==> src/cache_sys_pkg.sv <==
/* shared widths, bus and cpu request structs, region decode
   and the fetch command helper for the cache subsystem */
`default_nettype none

package cache_sys_pkg;

  localparam int ADDR_W = 32;
  localparam int DATA_W = 64;
  localparam int LINE_W = 128;

  localparam logic OP_READ  = 1'b0;
  localparam logic OP_WRITE = 1'b1;

  // bytes field holds size minus one: 0, 1, 3 or 7
  localparam logic [2:0] BYTES_WORD = 3'd3;
  // bus size is log2 of bytes, 4 is a whole line
  localparam logic [2:0] SIZE_LINE  = 3'd4;

  typedef enum logic [1:0] {
    REG_PERI,
    REG_FLASH,
    REG_MEM,
    REG_NONE
  } region_e;

  typedef struct packed {
    logic              op;
    logic [ADDR_W-1:0] addr;
    logic [DATA_W-1:0] wdata;
    logic [2:0]        bytes;
  } cpu_req_t;

  typedef struct packed {
    logic              op;
    logic [ADDR_W-1:0] addr;
    logic [LINE_W-1:0] wdata;
    logic [2:0]        size;
  } bus_req_t;

  function automatic region_e addr_region(logic [ADDR_W-1:0] addr);
    if (addr[31]) begin
      return REG_MEM;
    end
    case (addr[31:28])
      4'h1, 4'h2: return REG_PERI;
      4'h3:       return REG_FLASH;
      default:    return REG_NONE;
    endcase
  endfunction

  // instruction fetch as a 4-byte read
  function automatic cpu_req_t fetch_cmd(logic [ADDR_W-1:0] addr);
    cpu_req_t cmd;
    cmd.op    = OP_READ;
    cmd.addr  = addr;
    cmd.wdata = '0;
    cmd.bytes = BYTES_WORD;
    return cmd;
  endfunction

endpackage

`default_nettype wire

==> src/cache_route.sv <==
/* region decode, request steering to caches or uncached path,
   response return and held grant of the shared bus */
`timescale 1ns/100ps
`default_nettype none

module cache_route (
  input  logic                             clk,
  input  logic                             i_arst_n,
  input  logic                             i_if_req,
  input  logic [cache_sys_pkg::ADDR_W-1:0] i_if_addr,
  input  logic                             i_d_req,
  input  cache_sys_pkg::cpu_req_t          i_d_cmd,
  output logic                             o_ic_req,
  output logic                             o_dc_req,
  output logic                             o_uc_req,
  output cache_sys_pkg::cpu_req_t          o_uc_cmd,
  input  logic                             i_ic_ack,
  input  logic [cache_sys_pkg::DATA_W-1:0] i_ic_rdata,
  input  logic                             i_dc_ack,
  input  logic [cache_sys_pkg::DATA_W-1:0] i_dc_rdata,
  input  logic                             i_uc_ack,
  input  logic [cache_sys_pkg::DATA_W-1:0] i_uc_rdata,
  input  logic                             i_ic_bus_valid,
  input  cache_sys_pkg::bus_req_t          i_ic_bus,
  input  logic                             i_dc_bus_valid,
  input  cache_sys_pkg::bus_req_t          i_dc_bus,
  input  logic                             i_uc_bus_valid,
  input  cache_sys_pkg::bus_req_t          i_uc_bus,
  output logic                             o_ic_bus_ready,
  output logic                             o_dc_bus_ready,
  output logic                             o_uc_bus_ready,
  output logic                             o_bus_valid,
  output cache_sys_pkg::bus_req_t          o_bus_req,
  input  logic                             i_bus_ready,
  output logic                             o_if_ack,
  output logic [31:0]                      o_if_rdata,
  output logic                             o_d_ack,
  output logic [cache_sys_pkg::DATA_W-1:0] o_d_rdata
);
  import cache_sys_pkg::*;

  typedef enum logic [1:0] {
    G_NONE,
    G_DC,
    G_IC,
    G_UC
  } grant_e;

  region_e if_reg;
  region_e d_reg;
  logic    if_uc;
  logic    d_uc;
  logic    use_d;
  logic    uc_busy_q;
  logic    uc_sel_q;
  grant_e  grant_q;

  ////////////////////////////////////////////////////////////
  // request steering

  assign if_reg = addr_region(i_if_addr);
  assign d_reg  = addr_region(i_d_cmd.addr);

  assign o_ic_req = i_if_req && ((if_reg == REG_FLASH) || (if_reg == REG_MEM));
  assign o_dc_req = i_d_req && ((d_reg == REG_FLASH) || (d_reg == REG_MEM));
  assign if_uc    = i_if_req && (if_reg == REG_PERI);
  assign d_uc     = i_d_req && (d_reg == REG_PERI);

  // instruction first when both are peripheral, then held until ack
  assign use_d    = uc_busy_q ? uc_sel_q : !if_uc;
  assign o_uc_req = use_d ? d_uc : if_uc;
  assign o_uc_cmd = use_d ? i_d_cmd : fetch_cmd(i_if_addr);

  always_ff @(posedge clk or negedge i_arst_n) begin
    if (!i_arst_n) begin
      uc_busy_q <= 1'b0;
      uc_sel_q  <= 1'b0;
    end else if (!uc_busy_q && o_uc_req) begin
      uc_busy_q <= 1'b1;
      uc_sel_q  <= use_d;
    end else if (i_uc_ack) begin
      uc_busy_q <= 1'b0;
    end
  end

  assign o_if_ack   = i_ic_ack || (i_uc_ack && !uc_sel_q);
  assign o_if_rdata = i_ic_ack ? i_ic_rdata[31:0] : i_uc_rdata[31:0];
  assign o_d_ack    = i_dc_ack || (i_uc_ack && uc_sel_q);
  assign o_d_rdata  = i_dc_ack ? i_dc_rdata : i_uc_rdata;

  ////////////////////////////////////////////////////////////
  // bus grant

  always_ff @(posedge clk or negedge i_arst_n) begin
    if (!i_arst_n) begin
      grant_q <= G_NONE;
    end else if (grant_q == G_NONE) begin
      if (i_dc_bus_valid) begin
        grant_q <= G_DC;
      end else if (i_ic_bus_valid) begin
        grant_q <= G_IC;
      end else if (i_uc_bus_valid) begin
        grant_q <= G_UC;
      end
    end else if (i_bus_ready) begin
      grant_q <= G_NONE;
    end
  end

  assign o_dc_bus_ready = i_bus_ready && (grant_q == G_DC);
  assign o_ic_bus_ready = i_bus_ready && (grant_q == G_IC);
  assign o_uc_bus_ready = i_bus_ready && (grant_q == G_UC);

  always_comb begin
    case (grant_q)
      G_DC: begin
        o_bus_valid = i_dc_bus_valid;
        o_bus_req   = i_dc_bus;
      end
      G_IC: begin
        o_bus_valid = i_ic_bus_valid;
        o_bus_req   = i_ic_bus;
      end
      G_UC: begin
        o_bus_valid = i_uc_bus_valid;
        o_bus_req   = i_uc_bus;
      end
      default: begin
        o_bus_valid = 1'b0;
        o_bus_req   = i_uc_bus;
      end
    endcase
  end

endmodule

`default_nettype wire

==> config.mk <==
export PLATFORM = sky130hd
export DESIGN_NAME = cache_route
export DESIGN_NICKNAME = d
export VERILOG_FILES = /design/src/cache_sys_pkg.sv /design/src/cache_route.sv
export SDC_FILE = /design/constraint.sdc
export NUM_CORES = 1
export LEC_CHECK = 0
export ABC_AREA = 1
export BUFFER_PORTS_ARGS = -buffer_cell sky130_fd_sc_hd__buf_2
export CORE_AREA = 5 5 464 466
export DETAILED_ROUTE_END_ITERATION = 10
export DIE_AREA = 0 0 469 471
export PLACE_DENSITY = 0.32
export SLEW_MARGIN = 10
export SYNTH_ARGS = -nofsm -noshare
export SYNTH_HDL_FRONTEND = slang
export SYNTH_SLANG_ARGS = --single-unit
==> constraint.sdc <==
create_clock -name clk -period 1.3 [get_ports clk]
set_input_delay 0 -clock clk [delete_from_list [all_inputs] [get_ports clk]]
set_output_delay 0 -clock clk [all_outputs]
set_load 0.02 [all_outputs]
# [Word level (Yosys, flattened, before mapping)]
# Cells that the tools add are included.
[word_totals] register_bits=4 input_bits=827 out_inout_bits=369 elab_cells=64
[op_classes] n_eq_ne=14 muxes=22 n_reduce_logical=25
[ops] op="case mux 164 bit (2 select lines)" count=1
[ops] op="2-to-1 mux 100 bit" count=1
[ops] op="2-to-1 mux 64 bit" count=1
[ops] op="2-to-1 mux 32 bit" count=1
[ops] op="2-to-1 mux 2 bit" count=9
[ops] op="equality test 4 x 2 -> 1 bit, second input constant" count=4
[ops] op="logical AND 1 bit" count=10
[ops] op="equality test 2 bit, second input constant" count=4
[ops] op="equality test 4 x 1 -> 1 bit, second input constant" count=2
[ops] op="case mux 2 bit (2 select lines)" count=2
[ops] op="equality test 2 x 1 -> 1 bit, second input constant" count=3
[ops] op="zero test 2 bit" count=3
[ops] op="2-to-1 mux 1 bit" count=6
[ops] op="logical OR 1 bit" count=4
[ops] op="inequality test 4 bit, second input constant" count=1
[ops] op="nonzero test 2 bit" count=2
[ops] op="OR reduction 2 bit" count=2
[ops] op="zero test 1 bit" count=3
[ops] op="case mux 1 bit (3 select lines)" count=1
[ops] op="AND reduction 2 bit" count=1

# [Longest topological paths before layout]
[logic_depth] word_depth=11 ltp_mapped=9 mapped_depth_nobuf=9

# [Worst setup path after synthesis]
# Ideal clock, no wire load.
[synth_path] path_type="reg-to-output" from="reg grant_q[0]" to="out o_bus_req[100] (netlist bit)" t_arrival_ps=1631 required_time_ps=1300 slack_ps=-331 path_stages_with_launch=7 path_cell_list="dfrtp_1 -> inv_1 -> ha_1 -> buf_2 -> clkbuf_1 -> nor2_1 -> a31oi_1"
[synth_rtl] element="from (decl)" line_no="cache_route.sv:56" source="grant_e grant_q;"
[synth_rtl] element="from (signal assigned)" line_no="cache_route.sv:96" source="grant_q <= G_NONE;"
[synth_rtl] element="from (signal assigned)" line_no="cache_route.sv:99" source="grant_q <= G_DC;"
[synth_rtl] element="from (signal assigned)" line_no="cache_route.sv:101" source="grant_q <= G_IC;"
[synth_rtl] element="to (decl)" line_no="cache_route.sv:33" source="output cache_sys_pkg::bus_req_t o_bus_req,"

==> flow_metrics.py <==
metrics = {
    "outcome": {
        "status": "complete, but fails checks",
        "violations": "negative setup slack",
    },
    "hold_path": {
        "hold_class": "in -> reg",
    },
    "sta": {
        "slew_headroom_pct": 64.3,
        "maxSlewViolCount": 0,
        "tightestPinTransition_ns": 0.530,
        "fin_skew_ns": 0.0000612,
        "rsz0062_at_grt": "yes",
        "period_needed_ns": 2.09,
        "fin_ws_ns": -0.789,
        "final.setup.tns_ns": -142.44,
        "hold_viol": 0,
        "finalSetupViolCount": 273,
        "fin_crit_sh_pct": 161,
        "fmax_ghz": 0.479,
    },
    "yosys": {
        "syn_inst": 1311,
        "synthFlopType": "dfrtp_1",
        "synth-edff-count": 0,
        "yosysWarnings": 0,
        "ys_seq_elements": 4,
        "yosysSeqAreaShare_pct": 1.75,
        "synth_area_um2": 5720,
        "syn_nets": 2142,
        "synthDistinctLibCells": 26,
        "async_reset_ff_share_pct": 100,
        "synth.avg_cell_area_um2": 4.36,
    },
    "detailed_routing": {
        "ant_nets": 0,
        "vias": 15700,
        "dr.pass1.iters": 4,
        "routed_via_density": 2.85,
        "wl_per_cell_um": 29.3,
        "drt_iter0_drc": 703,
        "wl_um": 162000,
        "drc": 0,
    },
    "clock_network": {
        "cts_made_buffers": 3,
        "cts_sinks": 4,
        "path_clk_slew_ns": 0.04,
        "cts_tree": "yes",
        "insertion_delay_ns": 0.24,
        "clock_path_buffers": 2,
        "cts-root-buf": "clkbuf_16",
        "h-tree-depth": 1,
    },
    "setup_path": {
        "crit_path_cell_trace": "inv_2 > ha_4 > buf_12 > buf_16 > buf_12 > clkbuf_16 > buf_6 > a31oi_4 > buf_6",
        "max_stage_delay_ns": 0.41,
        "critPathKind": "reg -> out",
        "crit_arrival_ns": 2.09,
        "slowest_stage": "dfrtp_1",
        "startpoint_type": "flip-flop",
        "critPathMaxFanout": 7,
        "end_kind": "output pin",
        "required_ns": 1.30,
    },
    "grt": {
        "grt_max_degree": 81,
        "grt-ovfl-total": 0,
        "track_usage_pct": 13.3,
        "antenna_found_initial": 173,
        "grt_pass1_wl_um": 187000,
        "first_global_vias": 15500,
    },
    "pwr": {
        "p_sw_mw": 44.6,
        "power_mw": 86.7,
        "combPwrFrac_pct": 99.1,
        "ir_drop_v": 0.00195,
        "p_int_mw": 42.1,
        "leakage_nw": 11.3,
        "clock_power_share_pct": 0.6,
        "swShare_pct": 51.4,
        "seqPwrFrac_pct": 0.2,
        "power.density_nw_per_um2": 3270,
    },
    "place": {
        "port_buffers": 1163,
        "place_inst": 5339,
        "hpwl_um": 143000,
        "gp_congestion": 0.920,
    },
    "die": {
        "initial_core_util_pct": 2.71,
        "row_count": 169,
        "die-area_um2": 221000,
        "core_um2": 211000,
        "dieWidth_um": 469,
        "die_h_um": 471,
        "num_io_pins": 1196,
    },
    "cells_and_area": {
        "nets": 3511,
        "final_layout_size_suffix_gt1_share_pct": 75.8,
        "final_cells": 5518,
        "layout_common_cells": "buf_2, nand2_1, buf_6",
        "layout_commonest_cell": "buf_2",
        "area_growth_pct": 364,
        "nFillCells": 24500,
    },
    "run": {
        "cap_violations": 0,
    },
}
path summary, 6_finish.rpt:
path	start	end	slack, ns	depth (start not counted)
setup reg to reg	grant_q[1]	grant_q[1]	-0.05	6
min in group asynchronous	i_arst_n	grant_q[1]	0.22	2
max in group asynchronous	i_arst_n	uc_busy_q	0.88	2
hold / removal	i_uc_ack	uc_busy_q	0.05	2
setup / recovery	grant_q[1]	o_bus_req[19]	-0.79	9
hold reg to reg	uc_sel_q	uc_sel_q	0.62	3
worst max-delay path: cells and delay by family (launching register included):
family,cells,cell delay [ns]
DFF,1,0.41
AOI/OAI and AO/OA,1,0.16
buffers and inverters,7,1.00
adders and majority gates,1,0.22
repair_timing:
| item | CTS | global route |
|---|---|---|
| hold buffers | 1 | 0 |
| pin swaps | 38 | 134 |
| buffers inserted | 43 | 81 |
| endpoints found under the setup margin | 273 | 273 |
| resized for setup | 263 | 986 |
| cloned | 15 | 35 |
| hold endpoints to repair | 4 | 0 |
synthesized netlist by cell type (2+ instances only):
master    count  area [um2]
or2_2         2        12.5
buf_2        61         305
o21ai_0      72         360
buf_6         3        33.8
nor2_1      235         882
ha_1          4        50.1
nand3_1       3        15.0
buf_1         2        7.51
clkbuf_1     34         128
dfrtp_1       4         100
a31oi_1     164        1030
inv_1       112         420
nand2_1     597        2240
buf_4         6        45.0
per-layer routing:
layer / GRT usage [%] / part of all wire [%] / up-vias
met2: 23.3 / 48 / 1048
li1: - / - / 6945
met1: 15.0 / 39 / 7365
met4: 1.77 / 2.3 / 46
met3: 6.06 / 10 / 345
met5: 0 / 0.23 / -
flip-flops by register name (all words and copies together) (netlist names):
register   flops
grant_q        2
uc_sel_q       1
uc_busy_q      1
stage by stage:
stage / utilization [%] / instance area, um2 / worst slack (ns) / hold slack, ns
6_report: 12.6 / 26500 / -0.789 / 0.0468
5_1_grt: 12.6 / 26500 / -0.837 / 0.0673
4_1_cts: 10.4 / 22000 / -0.842 / 0.0364
3_5_place_dp: 9.53 / 20100 / -0.701 / -0.0955
3_3_place_gp: 9.53 / 20100 / -0.700 / -0.0949
2_1_floorplan: - / 8480 / -0.103 / -0.296
power by group through the flow:
stage                     combinational, mW  sequential, mW  clock (mW)
after floorplan                        30.0           0.213           0
after global placement                 64.5           0.214           0
after detailed placement               64.3           0.211           0
after CTS                              74.7           0.209       0.589
after global routing                   90.4           0.216       0.569
final                                  85.9           0.212       0.534
logic make-up (layout without fill, tap and decap cells):
family | Yosys count | in the layout | synth area share (%)
AOI/OAI and AO/OA | 242 | 242 | 25.0
other | 0 | 19 | 0
and+or+nand+nor | 841 | 842 | 55.6
adders and majority gates | 4 | 4 | 0.875
buffers and inverters | 220 | 1586 | 16.8
DFF | 4 | 4 | 1.75
cell type report:
type | instances | area [um2] | share of cell area (%)
flip-flops and latches | 4 | 100 | 0.377
diodes | 19 | 47.5 | 0.179
well taps | 2821 | 3530 | 13.3
repair buffers | 1470 | 13100 | 49.3
clock buffers | 3 | 75.1 | 0.283
inverters | 113 | 437 | 1.65
multi-input cells | 1088 | 9250 | 34.9
No activity file was read; power rests on OpenSTA's default activity.
