--- src/cache_sys_pkg.sv ---
/* shared widths, bus and cpu request structs, region decode
   and the fetch command helper for the cache subsystem */
`default_nettype none

package cache_sys_pkg;

  localparam int ADDR_W = 32;
  localparam int DATA_W = 64;
  localparam int LINE_W = 128;

  localparam logic OP_READ  = 1'b0;
  localparam logic OP_WRITE = 1'b1;

  // bytes field holds size minus one: 0, 1, 3 or 7
  localparam logic [2:0] BYTES_WORD = 3'd3;
  // bus size is log2 of bytes, 4 is a whole line
  localparam logic [2:0] SIZE_LINE  = 3'd4;

  typedef enum logic [1:0] {
    REG_PERI,
    REG_FLASH,
    REG_MEM,
    REG_NONE
  } region_e;

  typedef struct packed {
    logic              op;
    logic [ADDR_W-1:0] addr;
    logic [DATA_W-1:0] wdata;
    logic [2:0]        bytes;
  } cpu_req_t;

  typedef struct packed {
    logic              op;
    logic [ADDR_W-1:0] addr;
    logic [LINE_W-1:0] wdata;
    logic [2:0]        size;
  } bus_req_t;

  function automatic region_e addr_region(logic [ADDR_W-1:0] addr);
    if (addr[31]) begin
      return REG_MEM;
    end
    case (addr[31:28])
      4'h1, 4'h2: return REG_PERI;
      4'h3:       return REG_FLASH;
      default:    return REG_NONE;
    endcase
  endfunction

  // instruction fetch as a 4-byte read
  function automatic cpu_req_t fetch_cmd(logic [ADDR_W-1:0] addr);
    cpu_req_t cmd;
    cmd.op    = OP_READ;
    cmd.addr  = addr;
    cmd.wdata = '0;
    cmd.bytes = BYTES_WORD;
    return cmd;
  endfunction

endpackage

`default_nettype wire

--- src/cache_core.sv ---
/* direct-mapped cache core, write-back when writable,
   with dirty-line flush sweep and valid invalidate */
`timescale 1ns/100ps
`default_nettype none

module cache_core #(
  parameter int LINES    = 16,
  parameter bit WRITABLE = 1'b1
) (
  input  logic                             clk,
  input  logic                             i_arst_n,
  input  logic                             i_req,
  input  cache_sys_pkg::cpu_req_t          i_cmd,
  output logic                             o_ack,
  output logic [cache_sys_pkg::DATA_W-1:0] o_rdata,
  output logic                             o_bus_valid,
  output cache_sys_pkg::bus_req_t          o_bus,
  input  logic                             i_bus_ready,
  input  logic [cache_sys_pkg::LINE_W-1:0] i_bus_rdata,
  input  logic                             i_flush_req,
  input  logic                             i_inval,
  output logic                             o_flush_done
);
  import cache_sys_pkg::*;

  localparam int LINE_B = LINE_W / 8;
  localparam int OFFS_W = $clog2(LINE_B);
  localparam int IDX_W  = $clog2(LINES);
  localparam int TAG_W  = ADDR_W - IDX_W - OFFS_W;

  typedef enum logic [1:0] {
    S_IDLE,
    S_WB,
    S_REFILL,
    S_FLUSH
  } state_e;

  state_e            state_q;
  logic [LINE_W-1:0] data_q [LINES];
  logic [TAG_W-1:0]  tag_q  [LINES];
  logic [LINES-1:0]  valid_q;
  logic [LINES-1:0]  dirty_q;
  logic [IDX_W-1:0]  sweep_q;

  logic [TAG_W-1:0]  tag;
  logic [IDX_W-1:0]  idx;
  logic [OFFS_W-1:0] offs;
  logic              lookup;
  logic              hit;
  logic              do_write;
  logic [LINE_B-1:0] byte_en;
  logic [LINE_W-1:0] bit_en;
  logic [LINE_W-1:0] wr_line;
  logic [LINE_W-1:0] rd_line;
  logic [IDX_W-1:0]  bus_idx;

  assign {tag, idx, offs} = i_cmd.addr;

  // a request is looked up once, the ack cycle is skipped
  assign lookup   = (state_q == S_IDLE) && i_req && !o_ack;
  assign hit      = valid_q[idx] && (tag_q[idx] == tag);
  assign do_write = WRITABLE && lookup && hit && (i_cmd.op == OP_WRITE);

  assign rd_line = data_q[idx] >> {offs, 3'b000};
  assign byte_en = ((LINE_B'(2) << i_cmd.bytes) - 1'b1) << offs;

  always_comb begin
    for (int b = 0; b < LINE_B; b++) begin
      bit_en[8*b +: 8] = {8{byte_en[b]}};
    end
    wr_line = (data_q[idx] & ~bit_en) |
              ((LINE_W'(i_cmd.wdata) << {offs, 3'b000}) & bit_en);
  end

  ////////////////////////////////////////////////////////////
  // bus side

  assign bus_idx     = (state_q == S_FLUSH) ? sweep_q : idx;
  assign o_bus_valid = (state_q == S_WB) || (state_q == S_REFILL) ||
                       ((state_q == S_FLUSH) && valid_q[sweep_q] && dirty_q[sweep_q]);

  always_comb begin
    o_bus.op    = (state_q == S_REFILL) ? OP_READ : OP_WRITE;
    o_bus.wdata = data_q[bus_idx];
    o_bus.size  = SIZE_LINE;
    if (state_q == S_REFILL) begin
      o_bus.addr = {tag, idx, OFFS_W'(0)};
    end else begin
      // victim line address
      o_bus.addr = {tag_q[bus_idx], bus_idx, OFFS_W'(0)};
    end
  end

  ////////////////////////////////////////////////////////////
  // control

  always_ff @(posedge clk or negedge i_arst_n) begin
    if (!i_arst_n) begin
      state_q      <= S_IDLE;
      valid_q      <= '0;
      dirty_q      <= '0;
      sweep_q      <= '0;
      o_ack        <= 1'b0;
      o_flush_done <= 1'b0;
    end else begin
      o_ack        <= 1'b0;
      o_flush_done <= 1'b0;
      case (state_q)
        S_IDLE: begin
          if (lookup) begin
            if (hit) begin
              o_ack <= 1'b1;
              if (do_write) begin
                dirty_q[idx] <= 1'b1;
              end
            end else if (WRITABLE && valid_q[idx] && dirty_q[idx]) begin
              state_q <= S_WB;
            end else begin
              state_q <= S_REFILL;
            end
          end else if (WRITABLE && i_flush_req && !o_flush_done) begin
            state_q <= S_FLUSH;
            sweep_q <= '0;
          end
        end
        S_WB: begin
          if (i_bus_ready) begin
            dirty_q[idx] <= 1'b0;
            state_q      <= S_REFILL;
          end
        end
        S_REFILL: begin
          // back to idle, the held request then hits
          if (i_bus_ready) begin
            valid_q[idx] <= 1'b1;
            state_q      <= S_IDLE;
          end
        end
        S_FLUSH: begin
          // clean lines are passed over in one cycle
          if (!o_bus_valid || i_bus_ready) begin
            dirty_q[sweep_q] <= 1'b0;
            sweep_q          <= sweep_q + 1'b1;
            if (sweep_q == IDX_W'(LINES - 1)) begin
              state_q      <= S_IDLE;
              o_flush_done <= 1'b1;
            end
          end
        end
        default: state_q <= S_IDLE;
      endcase
      if (i_inval) begin
        valid_q <= '0;
      end
    end
  end

  ////////////////////////////////////////////////////////////
  // line storage and read data

  always_ff @(posedge clk) begin
    if ((state_q == S_REFILL) && i_bus_ready) begin
      data_q[idx] <= i_bus_rdata;
      tag_q[idx]  <= tag;
    end else if (do_write) begin
      data_q[idx] <= wr_line;
    end
    if (lookup && hit) begin
      o_rdata <= rd_line[DATA_W-1:0];
    end
  end

endmodule

`default_nettype wire

--- config.mk ---
export PLATFORM = sky130hd
export DESIGN_NAME = cache_core
export DESIGN_NICKNAME = d
export VERILOG_FILES = /design/src/cache_sys_pkg.sv /design/src/cache_core.sv
export SDC_FILE = /design/constraint.sdc
export NUM_CORES = 2
export LEC_CHECK = 0
export CAP_MARGIN = 20
export CORE_UTILIZATION = 52
export DETAILED_ROUTE_END_ITERATION = 10
export DONT_BUFFER_PORTS = 1
export PLACE_DENSITY_LB_ADDON = 0.08
export SLEW_MARGIN = 20
export SYNTH_ARGS = -nofsm -noshare
export SYNTH_HDL_FRONTEND = slang
export SYNTH_SLANG_ARGS = --single-unit
export TNS_END_PERCENT = 30
--- constraint.sdc ---
create_clock -name clk -period 16 [get_ports clk]
set_input_delay 3.2 -clock clk [delete_from_list [all_inputs] [get_ports clk]]
set_output_delay 3.2 -clock clk [all_outputs]
set_load 0.1 [all_outputs]
# == Word level (Yosys, flattened, before mapping) ==
# Memories as Yosys holds them, arrays and structs flattened.
# Index checks and enable logic that the tools add are counted.
# totals
ram_bits,2432
mem_count,2
register_bits,104
elab_cells,122
# memory_table
memory,words,word_bits,read_ports,rd_ports_with_merged_regs,write_ports,line_no,rtl
data_q,16,128,2,0,1,cache_core.sv:39,logic [LINE_W-1:0] data_q [LINES];
tag_q,16,24,2,0,1,cache_core.sv:40,logic [TAG_W-1:0] tag_q [LINES];
# classes
add_sub_neg,2
bitwise_logic,11
n_reduce_logical,27
mux,49
shifts,4
n_lt_le_gt_ge,4
n_eq_ne,16
# ops
cell,n
AND 128 bit,2
two-way mux 128 bit,1
two-way mux 16 bit,8
NOT 128 bit,1
OR 128 bit,1
<< shifter 64 x 7 -> 128 bit,1
right shift 128 x 7 -> 64 bit,1
case mux 16 bit (3 select lines),1
AND 16 bit,2
two-way mux 32 bit,1
NOT 16 bit,2
OR 16 bit,2
equality test 24 bit,1
two-way mux 1 bit,18
binary-select mux 1 bit (select 4 bit),4
two-way mux 2 bit,8
two-way mux 4 bit,4
<< shifter 16 x 4 -> 16 bit,1
<< shifter 2 x 3 -> 16 bit (first input constant),1
subtractor 16 x 1 -> 16 bit (second input constant),1
logical AND 1 bit,12
inequality test 2 bit (second input constant),6
AND reduction 6 bit,2
< comparator 4 x 5 -> 1 bit (second input constant),2
19 further kinds,30

# == Logic depth before layout (Yosys ltp) ==
# depth
word_depth,9
ltp_mapped,17
ltp_nobuf,11

# == Least setup slack after synthesis ==
# No wires, ideal clock.
# synth_path
path_kind,input to register
startpoint,input i_cmd[71] (netlist bit)
endpoint,"memory data_q[4][0], enable pin"
setup_slack_ns,0.831
stages,10
t_arrival_ns,14.397
setup_time_ns,0.772
path_cell_list,buf_6 mux4_2 mux4_2 xor2_1 or4_4 nor4_4 nand4_1 and2_1 clkbuf_1 nor3_1
# synth_between
elab_chain_len,9
# synth_lines
item,line_no,rtl
from (decl),cache_core.sv:13,"input cache_sys_pkg::cpu_req_t i_cmd,"
memory read (16 x 24 bit) / binary-select mux 1 bit (select 4 bit) (equally long branches),-,
equality test 24 bit / two-way mux 1 bit (equally long branches),cache_core.sv:61,assign hit = valid_q[idx] && (tag_q[idx] == tag);
logical AND 1 bit,cache_core.sv:61,
logical AND 1 bit (2 in series),cache_core.sv:62,assign do_write = WRITABLE && lookup && hit && (i_cmd.op == OP_WRITE);
two-way mux 1 bit,cache_core.sv:165,end else if (do_write) begin
two-way mux 1 bit,cache_core.sv:162,if ((state_q == S_REFILL) && i_bus_ready) begin
two-way mux 1 bit (implied by the code),cache_core.sv:166,data_q[idx] <= wr_line;
OR 1 bit (no source line),-,
to (decl),cache_core.sv:39,
# Several ways; a longest one is shown, not always the timed one. The select of a mux whose other input is x is not followed.

==> impl_summary.txt <==
----------------------------------------------------
[Synth]
  Dominant register cell in the synthesized netlist ... sky130_fd_sc_hd__edfxtp_1
  Cell area after synthesis ... about 0.13 sq mm
  EDFF count, synth ... 2496
  Sequential share of the synthesized area ... ~60%
  Share of async-settable or async-resettable flops after synthesis ... around 1.6%
  YS warnings ... 0
  Post-synthesis register bit count ... between 2k and 3k
  Mean Syn Cell Area ... approximately 17 sq um
  Post-synthesis cell count ... slightly above 7k
  Library cells used by synthesis ... between 70 and 80

[Run]
  Maxcap violations ... 0

[Setup path]
  CP Buf/Inv Count ... 4
  Worst-path cell with the longest stage delay ... sky130_fd_sc_hd__buf_4
  Reg-to-Reg Start ... tag_q[4][0]
  CP startpoint kind ... primary input
  Delay-heaviest family, CP ... buffers and inverters
  Number of cell instances on the worst register-to-register path ... 11
  Worst flop-to-flop path endpoint ... data_q[0][65]
  Element type at the critical path end ... output pin
  Required time at the worst-slack endpoint ... ~13 ns
  Maximum fanout along the worst path ... approximately 210
  Register-to-register setup slack ... roughly 9.6 ns
  Largest stage delay, worst path ... 0.95 ns
  Chain of cells forming the critical path ... buf_16, buf_16, mux2_8, buf_12, buf_4, mux4_2, nand2_1, and3_1, a31oi_4
  Most prevalent standard cell on the critical path ... sky130_fd_sc_hd__buf_16
  Arrival time worst endpoint ... around 9 ns
  Critical Setup Path Class ... primary input to output pin

[Layout]
  Highest-count cells in the layout ignoring fill and taps ... sky130_fd_sc_hd__edfxtp_1, sky130_fd_sc_hd__mux4_2, sky130_fd_sc_hd__nand2_1
  Number of inserted filler cells in the final layout ... ~18k
  Cell area after layout ... 0.140 sq mm
  Final core utilization ... roughly three fifths
  Most common cell after layout, fill and taps aside ... sky130_fd_sc_hd__edfxtp_1
  Area added between synthesis and finish ... 11.4%
  Number of nets in the layout ... roughly 7.5k
  Layout cells sized above 1 ... a little under a third

[Worst hold path]
  Cells on Worst Hold Path ... 2
  Tightest Hold Check Type ... flop to flop
  Hold path endpoint ... valid_q[3]
  Hold path start ... valid_q[3]

[Drt]
  Vias ... ~76k
  Total length of routed wires ... between 400 and 500 mm
  Detailed Route Iter0 Violations ... ~10k
  DR pass1 iterations ... 7
  Number of antenna-violating nets in the routed design ... 0
  DRC violations left ... 0
  Wire length per cell after detailed routing ... 39.7 um
  Routed vias/inst ... approximately 7

[STA]
  Least setup slack across all paths after layout ... between 4 and 5 ns
  Number of max-slew violations in the final report ... 7
  Worst slew pin tran ... 1.50 ns
  Unrepaired setup endpoints after global routing ... false
  Post-route setup TNS ... 0 ns
  Post-route clock skew ... between 0.06 and 0.07 ns
  Shortest period the worst path allows ... roughly 12 ns
  Achievable Freq ... 0.0835 GHz
  Worst slew margin ... -0.0827%
  Total of endpoints with negative setup slack in the final report ... 0
  Hold Vio Cnt, Final ... 0
  Final worst-path cycle share ... about three quarters

[GRT]
  Met2 usage ... between 50% and 60%
  Antenna violations before repair ... roughly 130
  Global-route wire length before repair ... a little under 600 mm
  Maximum number of pins on one net before global-route repair ... approximately 650
  Total track usage ... about a third
  Fraction of met1 tracks used by global routing ... 46.5%
  Met3 track demand over resource ... under 10%
  Global route total overflow ... 0
  Vias in the first global route ... between 70k and 80k
  Highest-utilization routing layer at the global route stage ... met2

[Placed design]
  Cell area reported after detailed placement ... ~0.13 sq mm
  Pre-CTS WS ... between 4 and 5 ns
  Global placement routability congestion ... between 0.9 and 1
  Number of buffers inserted by port buffering ... 0
  HPWL after DPL ... between 200 and 250 mm

[CTS]
  Clock sink total ... approximately 2.5k
  Latest clock arrival within the worst-skew pair ... ~0.98 ns
  Library cell used as clock root buffer ... sky130_fd_sc_hd__clkbuf_16
  Clock buffers created by TritonCTS ... 292
  TritonCTS clock tree ... done
  Buffer depth of the longest clock path ... 4
  Clock H-tree levels ... 5
  Clock transition at the register clock pins on the worst setup and hold paths after CTS ... around 0.060 ns
  Post-CTS setup repair buffer count ... 0
  Number of gates resized after cts ... 0
  Quantity of hold-fixing buffers added after cts ... 0

[Run status]
  Failing checks ... max-slew violations
  Status ... finished, violations left

[Power]
  Power Total ... between 15 and 20 mW
  Power density normalized to cell area ... between 100 and 150 mW/mm^2
  Leakage component of the power ... 44.6 nW
  IR Drop Worst-Case VDD ... 0.000160 V

[Floorplanning]
  Effective utilization at floorplan ... 52.5%
  Core area ... around 0.24 sq mm
  Num rows ... ~180
  Die Y ... ~490 um
  Die width ... 493 um
  Overall die area ... roughly 0.24 sq mm
  Top-level I/O count ... ~470

----------------------------------------------------
-- through the flow --
step / std cells / hold slack (ns)
CTS: 10584 / 0.530
detailed placement: 10083 / 0.516
floorplan: 7263 / 0.481
global route: 10650 / 0.559
finish: 10693 / 0.532
global placement: 10077 / 0.504
-- cells by family after synthesis --
kind of cell / count (synthesis) / synth area share [%]
AND/OR/NAND/NOR: 1479 / 5.00
XOR/XNOR: 21 / 0.147
adder cells (fa/ha/maj): 9 / 0.0899
other: 2 / 0.00599
multiplexers: 1853 / 28.4
flip-flops: 2536 / 60.6
buffers and inverters: 616 / 2.12
AO/OA/AOI/OAI: 742 / 3.65
-- worst reg2reg max path: cells and delay by family (launching register included) --
family | cells | cell delay (ns)
buffers and inverters | 3 | 1.97
DFF | 1 | 0.41
and+or+nand+nor | 5 | 2.28
muxes | 2 | 0.95
xor gates and xnor gates | 1 | 0.22
-- metal layers --
metal	vias up	wire length [um]
li1	30137	-
met1	40433	156000
met2	4417	199000
met3	944	44700
met4	84	24700
met5	-	528
-- synth_stat cells (all sizes together), types with 9 or more instances --
cell type  instances  area, sq um
clkbuf           318         1190
inv               17         63.8
nor2b             15         93.8
o22a              11         96.3
a31oi            147          920
mux2i            252         2520
o221ai             9         78.8
mux4            1332        30000
nor3              31          155
xnor2             12          105
ha                 9          113
a311oi            10         87.6
o22ai             43          269
a21oi            150          751
a22oi             51          383
dfrtp             40         1000
buf              275         1380
o31ai             18          135
nor2             288         1080
a22o              12          105
mux2             269         3030
xor2               9         78.8
nand3             93          465
o21a              10         75.1
nand2            867         3250
o21ai            205         1030
edfxtp          2496        75000
and3             137          857
a211oi            33          248
-- area by class of cell --
class	instances	area [sq um]	share of cell area, %
antenna	103	258	0.185
clock buffer	367	7740	5.54
clock inverter	134	1030	0.738
inverter	23	91.3	0.0654
multi-input combinational	4111	48100	34.4
sequential	2536	76000	54.4
tap	3167	3960	2.84
timing repair buffer	252	2500	1.79
-- flip-flops by register name, indices dropped and copies added, names as in the netlist --
name and flops:
data_q 2048, dirty_q 16, o_ack 1, o_flush_done 1, o_rdata 64, state_q 2
sweep_q 4, tag_q 384, valid_q 16
-- worst max path at each step --
stage,startpoint,end,slack (ns),cells past startpoint
after floorplan,i_cmd[71],data_q[4][0],0.83,10
after global placement,i_cmd[71],o_bus[20],5.33,7
after detailed placement,i_cmd[71],o_bus[23],4.73,9
after CTS,i_cmd[71],o_bus[23],4.76,9
after global routing,i_cmd[72],o_bus[129],3.83,9
final,i_cmd[72],o_bus[129],4.02,9
-- power breakdown --
part           internal [mW]  switching [mW]
clock network           3.65            2.66
logic                   1.62            3.76
registers               7.44          0.0595
Power figures use the tool's default switching activity.
