### src/cache_sys_pkg.sv
/* shared widths, bus and cpu request structs, region decode
   and the fetch command helper for the cache subsystem */
`default_nettype none

package cache_sys_pkg;

  localparam int ADDR_W = 32;
  localparam int DATA_W = 64;
  localparam int LINE_W = 128;

  localparam logic OP_READ  = 1'b0;
  localparam logic OP_WRITE = 1'b1;

  // bytes field holds size minus one: 0, 1, 3 or 7
  localparam logic [2:0] BYTES_WORD = 3'd3;
  // bus size is log2 of bytes, 4 is a whole line
  localparam logic [2:0] SIZE_LINE  = 3'd4;

  typedef enum logic [1:0] {
    REG_PERI,
    REG_FLASH,
    REG_MEM,
    REG_NONE
  } region_e;

  typedef struct packed {
    logic              op;
    logic [ADDR_W-1:0] addr;
    logic [DATA_W-1:0] wdata;
    logic [2:0]        bytes;
  } cpu_req_t;

  typedef struct packed {
    logic              op;
    logic [ADDR_W-1:0] addr;
    logic [LINE_W-1:0] wdata;
    logic [2:0]        size;
  } bus_req_t;

  function automatic region_e addr_region(logic [ADDR_W-1:0] addr);
    if (addr[31]) begin
      return REG_MEM;
    end
    case (addr[31:28])
      4'h1, 4'h2: return REG_PERI;
      4'h3:       return REG_FLASH;
      default:    return REG_NONE;
    endcase
  endfunction

  // instruction fetch as a 4-byte read
  function automatic cpu_req_t fetch_cmd(logic [ADDR_W-1:0] addr);
    cpu_req_t cmd;
    cmd.op    = OP_READ;
    cmd.addr  = addr;
    cmd.wdata = '0;
    cmd.bytes = BYTES_WORD;
    return cmd;
  endfunction

endpackage

`default_nettype wire

### src/cache_uncached.sv
/* uncached single-word access to the peripheral region */
`timescale 1ns/100ps
`default_nettype none

module cache_uncached (
  input  logic                             clk,
  input  logic                             i_arst_n,
  input  logic                             i_req,
  input  cache_sys_pkg::cpu_req_t          i_cmd,
  output logic                             o_ack,
  output logic [cache_sys_pkg::DATA_W-1:0] o_rdata,
  output logic                             o_bus_valid,
  output cache_sys_pkg::bus_req_t          o_bus,
  input  logic                             i_bus_ready,
  input  logic [cache_sys_pkg::LINE_W-1:0] i_bus_rdata
);
  import cache_sys_pkg::*;

  logic       accept;
  logic [2:0] size;

  assign accept = i_req && !o_ack && !o_bus_valid;

  // size minus one to log2 size
  always_comb begin
    if (i_cmd.bytes[2]) begin
      size = 3'd3;
    end else if (i_cmd.bytes[1]) begin
      size = 3'd2;
    end else begin
      size = {2'b00, i_cmd.bytes[0]};
    end
  end

  always_ff @(posedge clk or negedge i_arst_n) begin
    if (!i_arst_n) begin
      o_bus_valid <= 1'b0;
      o_ack       <= 1'b0;
    end else begin
      o_ack <= o_bus_valid && i_bus_ready;
      if (accept) begin
        o_bus_valid <= 1'b1;
      end else if (i_bus_ready) begin
        o_bus_valid <= 1'b0;
      end
    end
  end

  always_ff @(posedge clk) begin
    if (accept) begin
      o_bus.op    <= i_cmd.op;
      o_bus.addr  <= i_cmd.addr;
      o_bus.wdata <= LINE_W'(i_cmd.wdata);
      o_bus.size  <= size;
    end
    // word sits in the low line bits
    if (o_bus_valid && i_bus_ready) begin
      o_rdata <= i_bus_rdata[DATA_W-1:0];
    end
  end

endmodule

`default_nettype wire

### config.mk
export PLATFORM = sky130hd
export DESIGN_NAME = cache_uncached
export DESIGN_NICKNAME = d
export VERILOG_FILES = /design/src/cache_sys_pkg.sv /design/src/cache_uncached.sv
export SDC_FILE = /design/constraint.sdc
export NUM_CORES = 1
export LEC_CHECK = 0
export BUFFER_PORTS_ARGS = -buffer_cell sky130_fd_sc_hd__buf_2
export CORE_AREA = 2 2 180 182
export CTS_CLUSTER_SIZE = 24
export DETAILED_ROUTE_END_ITERATION = 10
export DIE_AREA = 0 0 182 184
export HOLD_SLACK_MARGIN = 0.15
export SYNTH_ARGS = -nofsm -noshare
export SYNTH_HDL_FRONTEND = slang
export SYNTH_SLANG_ARGS = --single-unit
### constraint.sdc
create_clock -name clk -period 6.6 [get_ports clk]
set_input_delay 1.32 -clock clk [delete_from_list [all_inputs] [get_ports clk]]
set_output_delay 1.32 -clock clk [all_outputs]
set_load 0.005 [all_outputs]
# [Yosys cells after proc, flatten, opt, wreduce, memory -nomap -nowiden]
# Cells that the tools add are included.
[totals] regBits=166
[op_classes] muxes=3 reduce_logical=6
[op_table] op="$logic_and 1x1->1" n=3
[op_table] op="$logic_not 1->1" n=2
[op_table] op="$mux 1" n=2
[op_table] op="$mux 2" n=1
[op_table] op="$reduce_bool 2->1" n=1

# [Longest topological paths before layout]
# Gate-level depths: netlist (run 1).
[depth] depth_word=4 ltp_mapped=2 depth_no_buf=2

# [Worst setup path before layout (run 1)]
# Ideal clock, no wire load.
[synth_path] path_type="input to register" start="in i_req" end="reg o_bus[0] in the netlist's numbering, enable pin" path_slack_ps=953 required_ps=6060 stages=1 arrival_time_ps=5106 path_cell_list="nor3b_2"
[synth_via] elab_chain_cells=2
[synth_lines] element="start: declaration" line="cache_uncached.sv:8" source="input logic i_req,"
[synth_lines] element="$logic_and 1x1->1 (2 in a row)" line="cache_uncached.sv:22" source="assign accept = i_req && !o_ack && !o_bus_valid;"
[synth_lines] element="end: declaration" line="cache_uncached.sv:13" source="output cache_sys_pkg::bus_req_t o_bus,"
# No other way between the ends.
# A chain may end at the register's enable or synchronous reset.

# [Worst setup path after layout (run 1)]
[layout_path] start="in i_req" end="reg o_bus[4] in the netlist's numbering, enable pin"
[layout_via] elab_chain_cells=2
[layout_lines] element="$logic_and 1x1->1 (2 in a row)" line="cache_uncached.sv:22"
[layout_lines] element="named net accept" line="cache_uncached.sv:19" source="logic accept;"
# The timed path passes the listed nets, and every way through them passes these cells.

==> results.yml, run 1 <==
power:
  power.density_nw_per_um2: 323
  intPower_mw: 2.01
  total_power_mw: 2.61
  power_frac_seq_pct: 49.7
  switching_share_pct: 22.9
  net-switching-power_uw: 597
  combPwrFrac_pct: 8.6
  max-vdd-ir-drop_v: 0.000226
  p_leak_nw: 3.43
  p_clk_share_pct: 41.6
detailed_routing:
  antenna_left: 0
  vias: 3236
  wl_per_cell_um: 15.1
  finalWirelength_mm: 15.2
  route.detailed.drc: 0
  drt_iter0_drc: 120
  detail_route.first_pass.iterations: 4
  via_per_inst: 3.21
critical_path:
  crit_path_frequent_cell: "buf_4"
  critPathMaxFanout: 62
  cpMaxStageDelayCell: "buf_4"
  critPathKind: "in2reg"
  cp.required_ns: 6.66
  critical_path.cell_chain: "buf_2, nor3b_4, buf_4, buf_4"
  max_stage_delay_ns: 0.72
  end_kind: "flop"
  critPathLaunchType: "input pin"
  cp.arrival_ns: 2.87
logic_synthesis:
  synthesis.instances: 238
  synth_top_family_by_area: "buffers and inverters"
  synth_area_per_cell_sq_um: 23.0
  synth_mux_area_share_pct: 0
  synth_xor_xnor_area_share_pct: 0
  synth_adder_area_share_pct: 0
  yosys.area_share.simple_pct: 0.479
  yosys_warnings: 0
  ys_seq_area_share_pct: 90.1
  synth_cell_types: 9
  synth-compound-area-share_pct: 0.274
  netlist_area_sq_um: 5490
  ys_seq_elements: 165
floorplan:
  core_sq_um: 31400
  start_util_pct: 17.5
  dieArea_sq_um: 33500
  io_pins: 462
  dieHeight_um: 184
  row_count: 65
  die_width_um: 182
clocking:
  cts_inserted_buffers: 17
  clock_latency_ns: 0.43
  htree_levels: 4
  clk_path_buf_depth: 2
  root_buffer: "clkbuf_16"
  post_cts.repair.setup_buffers: 0
  clkTransAtPathRegs_ns: 0.07
  cts_resized: 0
  cts_hold_buffers: 0
  cts_tree: "done"
  cts.sinks: 165
timing:
  fin_setup_tns_ns: 0
  relSlewSlack_pct: 46.1
  hold_slack_ns: 0.600
  worst_pin_slew_ns: 0.808
  rsz0062_at_grt: "no"
  drv_slew: 0
  fin_worst_skew_ns: 0.00655
  period_share_pct: 42.6
  fmax_ghz: 0.356
  finalHoldViolCount: 0
  min_period_ns: 2.81
  setup_viol: 0
  worst_slack_ns: 3.79
grt:
  grt_max_degree: 63
  grt_pass1_wl_mm: 20.6
  grt_usage_pct: 8.91
  grt_pass1_vias: 3330
  grt_overflow: 0
  antenna_found_initial: 5
placement:
  dp_hpwl_mm: 12.0
  port_buffers: 332
  placed_area_sq_um: 7430
  dpl_worst_slack_ns: 3.28
  place.gp.congestion: 0.747
flow_run:
  maxCapViolCount: 0
cells_and_area:
  finalNetCount: 823
  final_area_sq_um: 8080
  final_common_cell: "buf_2"
  drive_above_1_share_pct: 61.1
  area_growth_pct: 47.3
  final_cell_mix: "332 x buf_2, 163 x edfxtp_1, 65 x conb_1"
hold_path:
  hold_path.class: "reg2reg"
status:
  run_status: "complete, no violations"
-- sequential cells by signal, summed over array words and instances, names as in the netlist --
register and cells:
o_bus 99, o_rdata 64, o_bus_valid 1, o_ack 1
-- path summary, 6_finish.rpt --
check / startpoint / to / slack, ns / depth (start not counted)
worst min-delay path: o_bus_valid / o_bus_valid / 0.60 / 1
worst max-delay path: i_req / o_bus[4] / 3.79 / 4
worst min register to register: o_bus_valid / o_bus_valid / 0.60 / 1
min in group asynchronous: i_arst_n / o_bus_valid / 0.66 / 1
worst max register to register: o_bus_valid / o_bus[4] / 4.30 / 3
max in group asynchronous: i_arst_n / o_ack / 5.84 / 1
-- power by group through the flow --
stage	combinational [mW]	sequential, mW	clock, mW
after floorplan	0.0770	1.34	0
after global placement	0.230	1.32	0
after detailed placement	0.234	1.32	0
after CTS	0.234	1.30	1.13
after global routing	0.253	1.31	1.17
final	0.225	1.30	1.09
-- cell families after synthesis --
family / after synthesis
AO/OA/AOI/OAI: 2
other: 1
buffers and inverters: 67
flip-flops: 165
AND/OR/NAND/NOR: 3
-- synthesized netlist by cell type, drive strengths merged --
| cell | count | area, sq um |
|---|---|---|
| and2 | 1 | 7.51 |
| or2 | 1 | 6.26 |
| edfxtp | 163 | 4890 |
| a21o | 2 | 15.0 |
| dfrtp | 2 | 50.1 |
| inv | 2 | 7.51 |
| nor3b | 1 | 12.5 |
| buf | 65 | 488 |
| conb | 1 | 3.75 |
-- per-stage QoR --
stage	utilization, %	cells
finish	25.7	1008
global route	25.7	1006
CTS	25.7	1006
detailed placement	23.7	974
global placement	23.7	974
floorplan	-	302
-- routing by layer --
metal / up-vias / routed length [um] / GRT usage (%)
met5: - / 34 / 0
met2: 261 / 7890 / 15.7
met3: 16 / 2320 / 6.70
met4: 6 / 174 / 3.10
met1: 1479 / 4760 / 7.73
li1: 1474 / - / -
-- critical path, delay by kind of cell --
family                 cells  cell delay, ns
AND/OR/NAND/NOR            1            0.16
buffers and inverters      3            1.29
-- layout make-up --
class / instances / area [sq um]
Antenna cell: 2 / 5.00
Clock buffer: 18 / 429
Clock inverter: 14 / 214
Fill cell: 3253 / 23300
Inverter: 2 / 7.51
Multi-Input combinational cell: 70 / 292
Sequential cell: 165 / 4940
Tap cell: 402 / 503
Timing Repair Buffer: 335 / 1680
Power figures use the tool's default switching activity.
==> run 2: changes to the inputs <==
==> constraint.sdc (replaced) <==
create_clock -name clk -period 2.7 [get_ports clk]
set_input_delay 0.54 -clock clk [delete_from_list [all_inputs] [get_ports clk]]
set_output_delay 0.54 -clock clk [all_outputs]
set_load 0.005 [all_outputs]
==> results.yml, run 2 (synthesis results as in run 1) <==
power:
  max-vdd-ir-drop_v: 0.000485
  power.density_nw_per_um2: 764
  combPwrFrac_pct: 9.5
  power_frac_seq_pct: 51.0
  p_leak_nw: 3.45
  p_clk_share_pct: 39.5
  switching_share_pct: 23.4
  total_power_mw: 6.22
  intPower_mw: 4.76
  net-switching-power_mw: 1.46
placement:
  place.gp.congestion: 0.704
  placed_area_sq_um: 7520
  dp_hpwl_mm: 11.5
  dp_cells: 981
  port_buffers: 332
cells_and_area:
  final_area_sq_um: 8130
  regMostFlops: "o_bus"
  area_growth_pct: 48.2
  final_cell_mix: "332 x buf_2, 163 x edfxtp_1, 65 x conb_1"
  final_common_cell: "buf_2"
  finalNetCount: 831
  drive_above_1_share_pct: 61.6
  reg_top3: "o_bus x99, o_rdata x64"
  final_cells: 1015
  largest_reg_flops: 99
critical_path:
  cpMaxStageDelayCell: "nor3b_4"
  critPathMaxFanout: 46
  critPathLaunchType: "flop"
  critical_path.cell_chain: "nor3b_4, buf_12"
  end_kind: "flop"
  cp.arrival_ns: 1.80
  cp-startpoint: "o_bus_valid"
  worstReg2RegStart: "o_bus_valid"
  max_stage_delay_ns: 0.57
  critPathKind: "reg2reg"
  cp.required_ns: 2.81
detailed_routing:
  vias: 3291
  drt_iter0_drc: 86
  antenna_left: 0
  route.detailed.drc: 0
  detail_route.first_pass.iterations: 3
  wl_per_cell_um: 14.2
  finalWirelength_mm: 14.5
  via_per_inst: 3.24
timing:
  relSlewSlack_pct: 58.7
  rsz0062_at_grt: "no"
  fmax_ghz: 0.593
  period_share_pct: 62.4
  fin_worst_skew_ns: 0.00568
  hold_slack_ns: 0.278
  drv_slew: 0
  min_period_ns: 1.69
  fin_setup_tns_ns: 0
  worst_pin_slew_ns: 0.619
  finalHoldViolCount: 0
  setup_viol: 0
floorplan:
  row_count: 65
  dieArea_sq_um: 33500
  start_util_pct: 17.5
  io_pins: 462
  dieHeight_um: 184
  die_width_um: 182
  core_sq_um: 31400
grt:
  antenna_found_initial: 4
  grt_max_degree: 47
  grt_pass1_vias: 3341
  grt_overflow: 0
  grt_usage_pct: 8.47
  grt_pass1_wl_mm: 20.0
clocking:
  htree_levels: 4
  clk_path_buf_depth: 2
  cts_inserted_buffers: 17
  cts_resized: 0
  clkTransAtPathRegs_ns: 0.07
  root_buffer: "clkbuf_16"
  cts.sinks: 165
  cts_tree: "done"
  clock_latency_ns: 0.43
hold_path:
  worstHoldStart: "i_cmd[11]"
  hold_path.class: "in2reg"
status:
  run_status: "complete, no violations"
flow_run:
  maxCapViolCount: 0
run 2: cell types whose count changed in the layout (fill, tap and decap cells not counted), sizes merged:
cell         change
clkinvlp         +2
buf              +7
diode            -1
dlygate4sd3      +1
inv              -2
bufinv           -2
clkbuf           -1
clkinv           +3
run 2: critical path, delay by kind of cell, from the launching register on:
family | cells | cell delay [ns]
buffers and inverters | 1 | 0.32
DFF | 1 | 0.43
and+or+nand+nor | 1 | 0.57
run 2: metal layers:
layer  share of wire [%]  global-route usage [%]  vias to the layer above  routed length, um
met3                  14                    5.82                       20               2040
met2                  50                    14.4                      259               7260
met4                 1.3                    3.19                        6                185
met1                  34                    8.05                     1510               4930
met5                0.32                       0                        -                 46
li1                    -                       -                     1496                  -
run 2: power groups by stage:
stage / Combinational [mW] / Sequential [mW] / Clock (mW)
floorplan: 0.190 / 3.27 / 0
global placement: 0.596 / 3.22 / 0
detailed placement: 0.606 / 3.23 / 0
CTS: 0.605 / 3.17 / 2.57
global route: 0.651 / 3.19 / 2.66
finish: 0.590 / 3.17 / 2.46
run 2: final timing paths:
path                       depth (start not counted)           to  slack, ns
setup / recovery                                   2    o_bus[15]       1.01
setup reg to reg                                   2    o_bus[15]       1.01
max in group asynchronous                          2        o_ack       2.18
hold / removal                                     1    o_bus[11]       0.28
min in group asynchronous                          2  o_bus_valid       0.42
hold reg to reg                                    1  o_bus_valid       0.59
run 2: repair_timing:
item                      4_1_cts  5_1_grt
hold buffers                    1        0
buffers inserted                0        0
hold endpoints to repair        2        0
run 2: stage by stage:
stage | setup slack, ns | util, %
floorplan | -0.831 | -
CTS | 0.994 | 25.9
global route | 0.932 | 25.9
detailed placement | 0.829 | 24.0
global placement | 0.847 | 24.0
finish | 1.01 | 25.9
run 2: cell type report:
| type | instances | area, sq um |
|---|---|---|
| clock inverters | 15 | 173 |
| diodes | 1 | 2.50 |
| inverters | 2 | 7.51 |
| flip-flops and latches | 165 | 4940 |
| fillers | 3260 | 23300 |
| repair buffers | 343 | 1780 |
| well taps | 402 | 503 |
| clock buffers | 17 | 425 |
| multi-input cells | 70 | 292 |
==> run 3: changes to the inputs <==
--- a/config.mk
+++ b/config.mk
@@ -6,10 +6,10 @@
 export NUM_CORES = 1
 export LEC_CHECK = 0
 export BUFFER_PORTS_ARGS = -buffer_cell sky130_fd_sc_hd__buf_2
-export CORE_AREA = 2 2 180 182
+export CORE_AREA = 2 2 179 181
 export CTS_CLUSTER_SIZE = 24
 export DETAILED_ROUTE_END_ITERATION = 10
-export DIE_AREA = 0 0 182 184
+export DIE_AREA = 0 0 181 183
 export HOLD_SLACK_MARGIN = 0.15
 export SYNTH_ARGS = -nofsm -noshare
 export SYNTH_HDL_FRONTEND = slang
==> constraint.sdc (replaced) <==
create_clock -name clk -period 1.48 [get_ports clk]
set_input_delay 0.296 -clock clk [delete_from_list [all_inputs] [get_ports clk]]
set_output_delay 0.296 -clock clk [all_outputs]
set_load 0.005 [all_outputs]
==> results.yml, run 3 (synthesis results as in run 1) <==
detailed_routing:
  met3_length_mm: 1.75
  wl_met2_mm: 8.60
  vias: 3945
  via_per_inst: 3.35
  wl_per_cell_um: 14.3
  drt_iter0_drc: 119
  detail_route.first_pass.iterations: 4
  antenna_left: 0
  top_layer: "met4"
  route.detailed.drc: 0
  drt-met1-wl_mm: 6.32
  finalWirelength_mm: 16.8
placement:
  placed_area_sq_um: 7550
  port_buffers: 332
  dp_hpwl_mm: 11.4
  place.gp.congestion: 0.725
power:
  power.density_nw_per_um2: 1190
  total_power_mw: 11.7
  max-vdd-ir-drop_v: 0.000744
  p_leak_nw: 4.14
critical_path:
  crit_path_frequent_cell: "dlygate4sd3_1"
  reg2reg_depth: 3
  end_kind: "flop"
  reg2reg_slack_ns: 0.06
  critPathLaunchType: "input pin"
  critical_path.cell_chain: "dlygate4sd3_1, buf_2, a21o_1, dlygate4sd3_1"
  cp.arrival_ns: 1.66
  cp.required_ns: 1.67
  worstReg2RegStart: "o_bus_valid"
  r2r_end: "o_bus[24]"
  cp-startpoint: "i_cmd[2]"
  cpMaxStageDelayCell: "dlygate4sd3_1"
  critPathKind: "in2reg"
  max_stage_delay_ns: 0.55
  cp-endpoint: "o_bus[0]"
  critPathMaxFanout: 2
floorplan:
  io_pins: 462
  dieHeight_um: 183
  row_count: 65
  core_sq_um: 31200
  start_util_pct: 17.6
  dieArea_sq_um: 33100
  die_width_um: 181
timing:
  fin_worst_skew_ns: 0.00982
  fin_setup_tns_ns: 0
  period_share_pct: 99.3
  min_period_ns: 1.47
  drv_slew: 0
  finalHoldViolCount: 0
  setup_viol: 0
  fmax_ghz: 0.681
  rsz0062_at_grt: "no"
  hold_slack_ns: 0.299
cells_and_area:
  area_growth_pct: 78.5
  nFillCells: 3047
  regMostFlops: "o_bus"
  finalNetCount: 997
  final_common_cell: "buf_2"
  final_cell_mix: "331 x buf_2, 167 x dlygate4sd3_1, 163 x edfxtp_1"
  drive_above_1_share_pct: 47.6
  reg_top3: "o_bus x99, o_rdata x64"
  final_area_sq_um: 9790
  largest_reg_flops: 99
status:
  run_status: "complete, no violations"
grt:
  grt_overflow: 0
  grt_pass1_vias: 4209
  grt_max_degree: 35
  grt_pass1_wl_mm: 24.0
  antenna_found_initial: 1
  grt_usage_pct: 10.0
clocking:
  cts_tree: "done"
  post_cts.repair.setup_buffers: 0
  clk_path_buf_depth: 2
  root_buffer: "clkbuf_16"
  clkTransAtPathRegs_ns: 0.07
  cts_inserted_buffers: 17
  cts_resized: 0
  clock_latency_ns: 0.43
  cts.sinks: 165
  htree_levels: 4
hold_path:
  hold_path.class: "in2reg"
flow_run:
  maxCapViolCount: 0
-- run 3: what timing repair did --
item	4_1_cts	5_1_grt
endpoints found under the setup margin	0	1
hold buffers	167	0
endpoints found under the hold margin	166	0
-- run 3: layout make-up --
class / count / area (sq um) / share of cell area, %
clock inverter: 11 / 136 / 1.39
timing repair buffer: 509 / 3470 / 35.5
clock buffer: 19 / 433 / 4.42
antenna: 1 / 2.50 / 0.0256
sequential: 165 / 4940 / 50.5
tap: 402 / 503 / 5.14
multi-input combinational: 70 / 293 / 2.99
inverter: 2 / 7.51 / 0.0767
-- run 3: metal layers --
metal | track usage [%] | up-vias
met4 | 3.22 | 0
met3 | 5.22 | 10
li1 | - | 1815
met5 | 0 | -
met1 | 10.4 | 1852
met2 | 17.6 | 268
-- run 3: worst max-delay path, delay by kind of cell --
family,cells,cell delay (ns)
buffers and inverters,3,1.21
AOI/OAI and AO/OA,1,0.15
-- run 3: through the flow --
step	util [%]	setup slack [ns]	cells
5_1_grt	31.4	0.00732	1179
3_3_place_gp	24.2	0.0909	982
2_1_floorplan	-	-1.94	302
3_5_place_dp	24.2	0.0659	982
6_report	31.4	0.0106	1179
4_1_cts	31.4	0.0536	1179
-- run 3: power by group --
group | internal, mW | switching, mW | leakage (nW)
Clock | 2.61 | 1.79 | 0.265
Sequential | 5.67 | 0.125 | 1.55
Combinational | 0.795 | 0.685 | 2.32
-- run 3: how the worst min path moves through the flow --
stage | startpoint | to | slack [ns] | depth (start not counted)
6_report | i_req | o_bus_valid | 0.30 | 3
5_1_grt | i_req | o_bus_valid | 0.26 | 3
4_1_cts | i_req | o_bus_valid | 0.26 | 3
3_5_place_dp | i_arst_n | o_ack | 0.09 | 1
3_3_place_gp | i_arst_n | o_bus_valid | 0.08 | 1
2_1_floorplan | i_arst_n | o_ack | 0.0004 | 0
